<file path="config.mk">
export PLATFORM = sky130hd
export DESIGN_NAME = vga_top
export DESIGN_NICKNAME = d
export VERILOG_FILES = /design/src/vga_pkg.sv /design/src/vga_pixel_out.sv /design/src/vga_regs.sv /design/src/vga_tile_mem.sv /design/src/vga_timing.sv /design/src/vga_top.sv
export SDC_FILE = /design/constraint.sdc
export NUM_CORES = 2
export LEC_CHECK = 0
export BUFFER_PORTS_ARGS = -buffer_cell sky130_fd_sc_hd__buf_2
export CAP_MARGIN = 0
export CORE_AREA = 2 2 833 420
export DETAILED_ROUTE_END_ITERATION = 6
export DIE_AREA = 0 0 835 422
export GPL_ROUTABILITY_DRIVEN = 0
export HOLD_SLACK_MARGIN = 0.06
export SLEW_MARGIN = 20
export SYNTH_ARGS = -nofsm -noshare
export SYNTH_HDL_FRONTEND = slang
export SYNTH_HIERARCHICAL = 1
export SYNTH_SLANG_ARGS = --single-unit
export TNS_END_PERCENT = 1
</file>
<file path="constraint.sdc">
create_clock -name vga_clk -period 11.1 [get_ports vga_clk]
set_clock_uncertainty 0.2 [all_clocks]
set_input_delay 1.11 -clock vga_clk [delete_from_list [all_inputs] [get_ports vga_clk]]
set_output_delay 1.11 -clock vga_clk [all_outputs]
set_load 0.1 [all_outputs]
</file>
<file path="src/vga_pkg.sv">
package vga_pkg;

    // counter and coordinate width
    localparam int COORD_W = 12;

    // bus widths of the register slave
    localparam int AXI_ADDR_W = 12;
    localparam int AXI_DATA_W = 32;

    // 4 bits per channel, red in the top nibble
    typedef logic [11:0] pixel_t;

    // register map, byte offsets
    localparam logic [AXI_ADDR_W-1:0] REG_CTRL  = 12'h000;
    localparam logic [AXI_ADDR_W-1:0] REG_BG    = 12'h004;
    localparam logic [AXI_ADDR_W-1:0] TILE_BASE = 12'h100;

    // fields of REG_CTRL
    localparam int CTRL_ENABLE_BIT = 0;
    localparam int CTRL_MODE_BIT   = 1;

    localparam logic [1:0] RESP_OKAY   = 2'b00;
    localparam logic [1:0] RESP_SLVERR = 2'b10;

endpackage

</file>
<file path="src/vga_pixel_out.sv">
module vga_pixel_out
    import vga_pkg::*;
(
    input  logic       vga_clk,
    input  logic       rst_n,
    input  logic       hs_n,
    input  logic       vs_n,
    input  logic       active,
    input  logic       frame_start,
    input  logic       cfg_enable,
    input  logic       cfg_mode,
    input  pixel_t     cfg_bg,
    input  pixel_t     tile_pixel,
    output logic       h_sync,
    output logic       v_sync,
    output logic [3:0] rgb_r,
    output logic [3:0] rgb_g,
    output logic [3:0] rgb_b
);

    logic   hs_d;
    logic   vs_d;
    logic   active_d;
    logic   en_q;
    logic   mode_q;
    pixel_t bg_q;
    pixel_t colour;
    pixel_t rgb_q;

    // config shadow, one setting per frame
    always_ff @(posedge vga_clk or negedge rst_n) begin
        if (!rst_n) begin
            en_q   <= 1'b0;
            mode_q <= 1'b0;
            bg_q   <= '0;
        end else if (frame_start) begin
            en_q   <= cfg_enable;
            mode_q <= cfg_mode;
            bg_q   <= cfg_bg;
        end
    end

    // match the RAM read latency
    always_ff @(posedge vga_clk or negedge rst_n) begin
        if (!rst_n) begin
            hs_d     <= 1'b1;
            vs_d     <= 1'b1;
            active_d <= 1'b0;
        end else begin
            hs_d     <= hs_n;
            vs_d     <= vs_n;
            active_d <= active;
        end
    end

    always_comb begin
        if (!active_d || !en_q) begin
            colour = '0;
        end else if (!mode_q) begin
            colour = bg_q;
        end else begin
            colour = tile_pixel;
        end
    end

    always_ff @(posedge vga_clk or negedge rst_n) begin
        if (!rst_n) begin
            h_sync <= 1'b1;
            v_sync <= 1'b1;
            rgb_q  <= '0;
        end else begin
            h_sync <= hs_d;
            v_sync <= vs_d;
            rgb_q  <= colour;
        end
    end

    assign rgb_r = rgb_q[11:8];
    assign rgb_g = rgb_q[7:4];
    assign rgb_b = rgb_q[3:0];

endmodule

</file>
<file path="src/vga_regs.sv">
module vga_regs
    import vga_pkg::*;
#(
    parameter int TILE_BITS = 4
) (
    input  logic                    vga_clk,
    input  logic                    rst_n,

    input  logic                    s_awvalid,
    output logic                    s_awready,
    input  logic [AXI_ADDR_W-1:0]   s_awaddr,
    input  logic                    s_wvalid,
    output logic                    s_wready,
    input  logic [AXI_DATA_W-1:0]   s_wdata,
    input  logic [AXI_DATA_W/8-1:0] s_wstrb,
    output logic                    s_bvalid,
    input  logic                    s_bready,
    output logic [1:0]              s_bresp,
    input  logic                    s_arvalid,
    output logic                    s_arready,
    input  logic [AXI_ADDR_W-1:0]   s_araddr,
    output logic                    s_rvalid,
    input  logic                    s_rready,
    output logic [AXI_DATA_W-1:0]   s_rdata,
    output logic [1:0]              s_rresp,

    output logic                    cfg_enable,
    output logic                    cfg_mode,
    output pixel_t                  cfg_bg,
    output logic                    tile_we,
    output logic [2*TILE_BITS-1:0]  tile_waddr,
    output pixel_t                  tile_wdata
);

    localparam int TILE_WORDS = 1 << (2 * TILE_BITS);

    logic                  wr_ready;
    logic                  wr_fire;
    logic                  rd_ready;
    logic                  rd_fire;
    logic                  aw_ctrl;
    logic                  aw_bg;
    logic                  aw_tile;
    logic [AXI_ADDR_W-1:0] tile_off;
    logic [AXI_DATA_W-1:0] rd_data;
    logic [1:0]            rd_resp;

    assign s_awready = wr_ready;
    assign s_wready  = wr_ready;
    assign s_arready = rd_ready;

    assign wr_fire = wr_ready && s_awvalid && s_wvalid;
    assign rd_fire = rd_ready && s_arvalid;

    // write address decode
    assign tile_off = s_awaddr - TILE_BASE;
    assign aw_ctrl  = s_awaddr == REG_CTRL;
    assign aw_bg    = s_awaddr == REG_BG;
    assign aw_tile  = (s_awaddr >= TILE_BASE) && (s_awaddr[1:0] == 2'b00)
                      && (int'(tile_off >> 2) < TILE_WORDS);

    // write channel and config registers
    always_ff @(posedge vga_clk or negedge rst_n) begin
        if (!rst_n) begin
            wr_ready   <= 1'b0;
            s_bvalid   <= 1'b0;
            s_bresp    <= RESP_OKAY;
            cfg_enable <= 1'b0;
            cfg_mode   <= 1'b0;
            cfg_bg     <= '0;
            tile_we    <= 1'b0;
        end else begin
            // one-cycle ready, blocked while a response is pending
            wr_ready <= s_awvalid && s_wvalid && !wr_ready && !s_bvalid;
            tile_we  <= 1'b0;
            if (s_bvalid && s_bready) begin
                s_bvalid <= 1'b0;
            end
            if (wr_fire) begin
                s_bvalid <= 1'b1;
                s_bresp  <= RESP_OKAY;
                if (aw_ctrl) begin
                    if (s_wstrb[0]) begin
                        cfg_enable <= s_wdata[CTRL_ENABLE_BIT];
                        cfg_mode   <= s_wdata[CTRL_MODE_BIT];
                    end
                end else if (aw_bg) begin
                    if (s_wstrb[0]) begin
                        cfg_bg[7:0] <= s_wdata[7:0];
                    end
                    if (s_wstrb[1]) begin
                        cfg_bg[11:8] <= s_wdata[11:8];
                    end
                end else if (aw_tile) begin
                    tile_we <= &s_wstrb[1:0];
                end else begin
                    s_bresp <= RESP_SLVERR;
                end
            end
        end
    end

    always_ff @(posedge vga_clk) begin
        if (wr_fire) begin
            tile_waddr <= tile_off[2*TILE_BITS+1:2];
            tile_wdata <= s_wdata[11:0];
        end
    end

    // read data mux
    always_comb begin
        rd_data = '0;
        rd_resp = RESP_OKAY;
        if (s_araddr == REG_CTRL) begin
            rd_data[CTRL_ENABLE_BIT] = cfg_enable;
            rd_data[CTRL_MODE_BIT]   = cfg_mode;
        end else if (s_araddr == REG_BG) begin
            rd_data[11:0] = cfg_bg;
        end else begin
            rd_resp = RESP_SLVERR;
        end
    end

    always_ff @(posedge vga_clk or negedge rst_n) begin
        if (!rst_n) begin
            rd_ready <= 1'b0;
            s_rvalid <= 1'b0;
            s_rresp  <= RESP_OKAY;
        end else begin
            rd_ready <= s_arvalid && !rd_ready && !s_rvalid;
            if (s_rvalid && s_rready) begin
                s_rvalid <= 1'b0;
            end
            if (rd_fire) begin
                s_rvalid <= 1'b1;
                s_rresp  <= rd_resp;
            end
        end
    end

    always_ff @(posedge vga_clk) begin
        if (rd_fire) begin
            s_rdata <= rd_data;
        end
    end

endmodule

</file>
<file path="src/vga_tile_mem.sv">
module vga_tile_mem
    import vga_pkg::*;
#(
    parameter int TILE_BITS = 4
) (
    input  logic                   vga_clk,
    input  logic                   tile_we,
    input  logic [2*TILE_BITS-1:0] tile_waddr,
    input  pixel_t                 tile_wdata,
    input  logic [TILE_BITS-1:0]   tx,
    input  logic [TILE_BITS-1:0]   ty,
    output pixel_t                 tile_pixel
);

    localparam int DEPTH = 1 << (2 * TILE_BITS);

    pixel_t mem [DEPTH];

    always_ff @(posedge vga_clk) begin
        if (tile_we) begin
            mem[tile_waddr] <= tile_wdata;
        end
    end

    // row-major, row from ty
    always_ff @(posedge vga_clk) begin
        tile_pixel <= mem[{ty, tx}];
    end

endmodule

</file>
<file path="src/vga_timing.sv">
module vga_timing
    import vga_pkg::*;
#(
    parameter int H_SYNC    = 120,
    parameter int H_BACK    = 64,
    parameter int H_ACT     = 800,
    parameter int H_FRONT   = 56,
    parameter int V_SYNC    = 6,
    parameter int V_BACK    = 23,
    parameter int V_ACT     = 600,
    parameter int V_FRONT   = 37,
    parameter int TILE_BITS = 4
) (
    input  logic                 vga_clk,
    input  logic                 rst_n,
    output logic                 hs_n,
    output logic                 vs_n,
    output logic                 active,
    output logic                 frame_start,
    output logic [TILE_BITS-1:0] tx,
    output logic [TILE_BITS-1:0] ty
);

    localparam int H_TOTAL = H_SYNC + H_BACK + H_ACT + H_FRONT;
    localparam int V_TOTAL = V_SYNC + V_BACK + V_ACT + V_FRONT;
    localparam int H_START = H_SYNC + H_BACK;
    localparam int V_START = V_SYNC + V_BACK;

    logic [COORD_W-1:0] h_cnt;
    logic [COORD_W-1:0] v_cnt;
    logic [COORD_W-1:0] x;
    logic [COORD_W-1:0] y;
    logic               h_wrap;
    logic               v_wrap;
    logic               h_act;
    logic               v_act;

    assign h_wrap = h_cnt == COORD_W'(H_TOTAL - 1);
    assign v_wrap = v_cnt == COORD_W'(V_TOTAL - 1);

    always_ff @(posedge vga_clk or negedge rst_n) begin
        if (!rst_n) begin
            h_cnt <= '0;
        end else if (h_wrap) begin
            h_cnt <= '0;
        end else begin
            h_cnt <= h_cnt + 1'b1;
        end
    end

    // line counter steps once per line
    always_ff @(posedge vga_clk or negedge rst_n) begin
        if (!rst_n) begin
            v_cnt <= '0;
        end else if (h_wrap) begin
            if (v_wrap) begin
                v_cnt <= '0;
            end else begin
                v_cnt <= v_cnt + 1'b1;
            end
        end
    end

    // active window is half open at the far end
    assign h_act = (h_cnt >= COORD_W'(H_START)) && (h_cnt < COORD_W'(H_START + H_ACT));
    assign v_act = (v_cnt >= COORD_W'(V_START)) && (v_cnt < COORD_W'(V_START + V_ACT));

    assign x = h_cnt - COORD_W'(H_START);
    assign y = v_cnt - COORD_W'(V_START);

    always_ff @(posedge vga_clk or negedge rst_n) begin
        if (!rst_n) begin
            hs_n        <= 1'b1;
            vs_n        <= 1'b1;
            active      <= 1'b0;
            frame_start <= 1'b0;
        end else begin
            hs_n        <= !(h_cnt < COORD_W'(H_SYNC));
            vs_n        <= !(v_cnt < COORD_W'(V_SYNC));
            active      <= h_act && v_act;
            frame_start <= (h_cnt == '0) && (v_cnt == '0);
        end
    end

    // only the low bits index the tile
    always_ff @(posedge vga_clk) begin
        tx <= x[TILE_BITS-1:0];
        ty <= y[TILE_BITS-1:0];
    end

endmodule

</file>
<file path="src/vga_top.sv">
module vga_top
    import vga_pkg::*;
#(
    parameter int H_SYNC    = 120,
    parameter int H_BACK    = 64,
    parameter int H_ACT     = 800,
    parameter int H_FRONT   = 56,
    parameter int V_SYNC    = 6,
    parameter int V_BACK    = 23,
    parameter int V_ACT     = 600,
    parameter int V_FRONT   = 37,
    parameter int TILE_BITS = 4
) (
    input  logic                    vga_clk,
    input  logic                    rst_n,

    input  logic                    s_awvalid,
    output logic                    s_awready,
    input  logic [AXI_ADDR_W-1:0]   s_awaddr,
    input  logic                    s_wvalid,
    output logic                    s_wready,
    input  logic [AXI_DATA_W-1:0]   s_wdata,
    input  logic [AXI_DATA_W/8-1:0] s_wstrb,
    output logic                    s_bvalid,
    input  logic                    s_bready,
    output logic [1:0]              s_bresp,
    input  logic                    s_arvalid,
    output logic                    s_arready,
    input  logic [AXI_ADDR_W-1:0]   s_araddr,
    output logic                    s_rvalid,
    input  logic                    s_rready,
    output logic [AXI_DATA_W-1:0]   s_rdata,
    output logic [1:0]              s_rresp,

    output logic                    h_sync,
    output logic                    v_sync,
    output logic [3:0]              rgb_r,
    output logic [3:0]              rgb_g,
    output logic [3:0]              rgb_b
);

    logic                   cfg_enable;
    logic                   cfg_mode;
    pixel_t                 cfg_bg;
    logic                   tile_we;
    logic [2*TILE_BITS-1:0] tile_waddr;
    pixel_t                 tile_wdata;
    logic                   hs_n;
    logic                   vs_n;
    logic                   active;
    logic                   frame_start;
    logic [TILE_BITS-1:0]   tx;
    logic [TILE_BITS-1:0]   ty;
    pixel_t                 tile_pixel;

    vga_regs #(
        .TILE_BITS (TILE_BITS)
    ) i_regs (
        .vga_clk    (vga_clk),
        .rst_n      (rst_n),
        .s_awvalid  (s_awvalid),
        .s_awready  (s_awready),
        .s_awaddr   (s_awaddr),
        .s_wvalid   (s_wvalid),
        .s_wready   (s_wready),
        .s_wdata    (s_wdata),
        .s_wstrb    (s_wstrb),
        .s_bvalid   (s_bvalid),
        .s_bready   (s_bready),
        .s_bresp    (s_bresp),
        .s_arvalid  (s_arvalid),
        .s_arready  (s_arready),
        .s_araddr   (s_araddr),
        .s_rvalid   (s_rvalid),
        .s_rready   (s_rready),
        .s_rdata    (s_rdata),
        .s_rresp    (s_rresp),
        .cfg_enable (cfg_enable),
        .cfg_mode   (cfg_mode),
        .cfg_bg     (cfg_bg),
        .tile_we    (tile_we),
        .tile_waddr (tile_waddr),
        .tile_wdata (tile_wdata)
    );

    vga_timing #(
        .H_SYNC    (H_SYNC),
        .H_BACK    (H_BACK),
        .H_ACT     (H_ACT),
        .H_FRONT   (H_FRONT),
        .V_SYNC    (V_SYNC),
        .V_BACK    (V_BACK),
        .V_ACT     (V_ACT),
        .V_FRONT   (V_FRONT),
        .TILE_BITS (TILE_BITS)
    ) i_timing (
        .vga_clk     (vga_clk),
        .rst_n       (rst_n),
        .hs_n        (hs_n),
        .vs_n        (vs_n),
        .active      (active),
        .frame_start (frame_start),
        .tx          (tx),
        .ty          (ty)
    );

    vga_tile_mem #(
        .TILE_BITS (TILE_BITS)
    ) i_tile_mem (
        .vga_clk    (vga_clk),
        .tile_we    (tile_we),
        .tile_waddr (tile_waddr),
        .tile_wdata (tile_wdata),
        .tx         (tx),
        .ty         (ty),
        .tile_pixel (tile_pixel)
    );

    // three cycles from counters to pins
    vga_pixel_out i_pixel_out (
        .vga_clk     (vga_clk),
        .rst_n       (rst_n),
        .hs_n        (hs_n),
        .vs_n        (vs_n),
        .active      (active),
        .frame_start (frame_start),
        .cfg_enable  (cfg_enable),
        .cfg_mode    (cfg_mode),
        .cfg_bg      (cfg_bg),
        .tile_pixel  (tile_pixel),
        .h_sync      (h_sync),
        .v_sync      (v_sync),
        .rgb_r       (rgb_r),
        .rgb_g       (rgb_g),
        .rgb_b       (rgb_b)
    );

endmodule
</file>
* Word level (Yosys, flattened, before mapping)
Memories as Yosys holds them, arrays and structs flattened. A register that Yosys moved wholly into a read port is not among the register bits.
Index checks and enable logic that the tools add are counted.
** Storage, ports and cells
- Memories :: 1
- Flip-flop bits (word level) :: 122
- Input bits :: 67
- Bits in writable memories :: 3072
- Output and inout bits :: 55
- Logic and storage cells :: 110
** Operators by class
- Bitwise operators :: 2
- Equal/unequal tests :: 4
- Add/sub/neg operators :: 5
- $lt $le $gt $ge :: 8
- Reductions and logical operators :: 37
- Multiplexer cells :: 21
** Memory list
- i_tile_mem.mem :: words 256, bits a word 12, read ports 1, clocked after Yosys merged registers in 1, wr ports 1, line vga_tile_mem.sv:17 : pixel_t mem [DEPTH];
** Operators by type and width (count)
- 12-bit zero test :: 4
- 12-bit 2-to-1 mux :: 4
- 12-bit by 1-bit adder with 12-bit output (second input constant) :: 2
- 12-bit by 3-bit equality test with 1-bit output (second input constant) :: 2
- 12-bit by 10-bit < comparator with 1-bit output (second input constant) :: 2
- 1-bit logical AND :: 16
- 2-bit 2-to-1 mux :: 7
- 12-bit by 10-bit equality test with 1-bit output (second input constant) :: 1
- 12-bit by 11-bit equality test with 1-bit output (second input constant) :: 1
- 12-bit by 5-bit >= comparator with 1-bit output (second input constant) :: 1
- 12-bit by 8-bit >= comparator with 1-bit output (second input constant) :: 1
- 12-bit by 9-bit >= comparator with 1-bit output (second input constant) :: 1
- 12-bit by 3-bit < comparator with 1-bit output (second input constant) :: 1
- 12-bit by 7-bit < comparator with 1-bit output (second input constant) :: 1
- 12-bit by 9-bit subtractor with 12-bit output (second input constant) :: 1
- 10-bit by 9-bit < comparator with 1-bit output (second input constant) :: 1
- 1-bit 2-to-1 mux :: 10
- 1-bit zero test :: 8
- 4-bit AND reduction :: 2
- 4-bit subtractor (second input constant) :: 2
- 2-bit nonzero test :: 2
- 3-bit AND reduction :: 1
- 2-bit zero test :: 1
- 1-bit inverter :: 2
- 3 further kinds :: 3

* Logic depth before layout (Yosys ltp)
- Depth in word-level cells :: 7
- Mapped depth :: 11
- Mapped depth without buffers :: 6

* Hierarchy
The synthesis kept the hierarchy.
** Modules (own cells, without submodules)
- vga_tile_mem :: area each 118632.5 µm², cells each 5506, seq. area each 92488.7 µm², times used 1
- vga_regs :: area each 2212.1 µm², cells each 146, seq. area each 1486.4 µm², times used 1
- vga_timing :: area each 1809.2 µm², cells each 177, seq. area each 863.3 µm², times used 1
- vga_pixel_out :: area each 1146.1 µm², cells each 74, seq. area each 780.7 µm², times used 1

* Worst setup path after synthesis
Ideal clock, no wire load.
- Path kind :: register to register
- Start :: register i_regs.tile_wdata[0]
- End :: memory i_tile_mem/mem[0][0] in the netlist's numbering, data pin
- Buffers on the path :: 0
- Path slack :: 6.854 ns
- Clock period less this slack :: 4.246 ns
- Arrival time :: 3.228 ns
- Stages on the path, launching flop included :: 1
- Library setup time :: 0.817 ns
- Required time :: 10.083 ns
- Cell sequence :: edfxtp_1
** RTL lines
- from (decl) :: line vga_regs.sv:32 : output pixel_t tile_wdata
- from (signal assigned) :: line vga_regs.sv:106 : tile_wdata <= s_wdata[11:0];
- to (decl) :: line vga_tile_mem.sv:17
No word-level cell before the write port.

==> metrics <==
share of cells above drive strength 1 0.256; Mapped Area 0.124 mm^2; VDD IR max approximately 0.12 mV; Worst setup SP type flip-flop; Post-synth EDFFs between 3000 and 4000; worst-margin pin slew 1.38 ns; Overall Power 22.8 mW; Peak Freq 179 MHz; slew margin rel. 0.0815; status finished clean; Nets 6291; Pre-antenna DRT Iters 6; Total GRT Usage 0.188; max cap viols 0; Critical Path End Type flip-flop; vias per cell ~5.7; Clock Tree Buf Depth 4; Sink Count 3204; final hold vios 0; DR WL/cell ~30 um; core box area 0.346 mm^2; DRC errors left 0; critical setup path kind flip-flop to flip-flop; top sig layer met5; WL met2 130 mm; P_leak 41.4 nW; total congestion overflow 0; Crit path max-delay family simple AND/OR/NAND/NOR gates; worst min path class flip-flop to flip-flop; max-slew violations 0; setup total negative slack 0 ns; final WL 342 mm; CP arrival ~6.1 ns; initial core utilization 0.358; count of distinct cell types in the synthesized netlist 88; Clock Latency Late Sink 0.89 ns; Final Cycle Share 0.503; Worst Setup Slack, final approximately 5.5 ns; Worst Path Required 11.65 ns; TritonCTS buffer count 270; Cell Chain, Critical Path buf_12 -> buf_12 -> mux4_2 -> mux2i_1 -> nor2_1 -> nor4_1 -> o31a_1 -> nor4_2; Setup-failing EPs final 0; worst path buffer plus inverter count 2; via count 63254; CP max FO 101; root buffer cell clkbuf_16; Pwr Density between 150 and 200 mW/mm^2; CTS H-tree depth 5; Synth Register Bits 3204; CTS tree done; initial antenna violation count 18; Die Y 422 um; Post-synth ARST share 0.0250; I/O Buffers 77; Detailed Place HPWL 216 mm; Final Hold Slack between 0.1 and 0.15 ns; fin area ~0.14 mm^2; DIE AREA between 0.3 and 0.4 mm^2; fill cell total of the finished layout 30193; Critical-path top delay cell nor4_1; Syn Inst Count a little under 6000; RSZ-0062 raised after global routing no; Placement Cell Area 0.131 mm^2; Seq/Total Area, Yosys 0.772; delay of the slowest critical-path stage 1.04 ns; Antenna Nets Post-Route 0; Clock transition at path regs 0.07 ns; vias in the first global route 60495; synthesis-to-finish area growth 12.5%; Ys Warns 6; die width 835 um; largest net degree at the start of global routing 197; DRT iter0 DRCs roughly 10000; cell row count around 150; IO Pins 122; Avg Inst Size Synth 21.0 um^2; first-pass GRT wire length 476 mm; CP dominant cell by count buf_12; min Tclk post-route approximately 5.6 ns; Main synth FF type edfxtp_1; pre-CTS setup slack 5.75 ns; area of the multi-input gates 0.0262 mm^2; Reg area 0.0956 mm^2; WL met3 55.9 mm; M1 WL ~150 mm
==> state kept, by name, indices dropped and copies added (netlist names), 4 cells and up <==
signal / count
i_regs/s_rdata: 12
i_timing/tx: 4
i_timing/v_cnt: 12
i_timing/h_cnt: 12
i_tile_mem/mem: 3072
i_pixel_out/bg_q: 12
i_tile_mem/tile_pixel: 12
i_regs/cfg_bg: 12
i_regs/tile_waddr: 8
i_timing/ty: 4
i_regs/tile_wdata: 12
i_pixel_out/rgb_q: 12
==> where the power goes <==
part           internal, mW  leakage, nW  switching, mW
registers              13.1         29.1        0.00525
logic                0.0162         8.06          0.145
clock network          5.16         4.18           4.38
total                  18.3         41.4           4.53
==> stage by stage <==
stage | std cells | utilization
final | 11072 | 0.403
after detailed placement | 10589 | 0.378
after global placement | 10586 | 0.377
after CTS | 11061 | 0.402
after global routing | 11065 | 0.403
after floorplan | 5924 | -
==> layer usage <==
metal	global-route usage	up-vias
met5	0	-
met4	0.0288	4
met3	0.0870	374
met2	0.234	3725
met1	0.300	33932
li1	-	25219
==> Yosys cell counts, types with 48 or more instances <==
cell,count,area share
o22ai_1,88,0.0044
nor2_1,333,0.010
edfxtp_1,3104,0.75
mux2i_1,241,0.019
a22oi_1,215,0.013
clkbuf_1,157,0.0048
nand3_1,51,0.0021
o221ai_1,53,0.0037
dfrtp_1,74,0.015
buf_4,56,0.0034
buf_2,75,0.0030
mux2_2,48,0.0044
mux4_2,636,0.12
nand2_1,58,0.0018
a21oi_1,128,0.0052
==> cell type report <==
type                    count  share of cell area
flip-flops and latches   3204               0.687
multi-input cells        2328               0.188
clock inverters           131             0.00877
well taps                4650              0.0418
repair buffers            395              0.0215
clock buffers             340              0.0522
diodes                      7            0.000126
inverters                  17            0.000458
==> logic make-up after synthesis <==
family | after synthesis | synth area share
AO/OA/AOI/OAI | 662 | 0.0372
XOR/XNOR | 15 | 0.00106
adder cells (fa/ha/maj) | 8 | 0.000809
buffers and inverters | 392 | 0.0204
flip-flops | 3204 | 0.772
multiplexers | 940 | 0.141
other | 1 | 0.0000303
AND/OR/NAND/NOR | 681 | 0.0270
==> cells in the final DEF (no fill, tap or decap), drive strengths merged, types with 9 or more instances in the layout <==
master and n:
a211oi 20, a21oi 128, a221oi 20, a22o 21, a22oi 215, a31oi 16
and3 22, buf 394, bufinv 21, clkbuf 340, clkinv 95, conb 22
dfrtp 74, dfxtp 20, edfxtp 3104, inv 29, mux2 63, mux2i 241
mux4 636, nand2 58, nand2b 10, nand3 53, nand4 21, nor2 333
nor2b 38, nor3 43, nor4 42, nor4b 11, o21ai 43, o221ai 55
o22ai 88, o32ai 11, or2 9, xnor2 9
==> final timing paths <==
check                                     from                   endpoint  slack, ns  cells past startpoint
worst max-delay path            i_timing/tx[0]  i_tile_mem/tile_pixel[11]       5.52                      8
worst min-delay path             i_timing/vs_n           i_pixel_out/vs_d       0.15                      0
worst max register to register  i_timing/tx[0]  i_tile_mem/tile_pixel[11]       5.52                      8
worst min register to register   i_timing/vs_n           i_pixel_out/vs_d       0.15                      0
max in group asynchronous                rst_n          i_timing/v_cnt[8]       9.08                      3
min in group asynchronous                rst_n             i_regs/tile_we       0.38                      2
==> what timing repair did <==
action,in CTS,in global routing
endpoints found under the hold margin,7,0
hold buffers,1,0
endpoints found under the setup margin,0,0
setup buffers,0,0
gates resized for setup,0,0
Note: power is estimated with default switching activity, not from simulation.
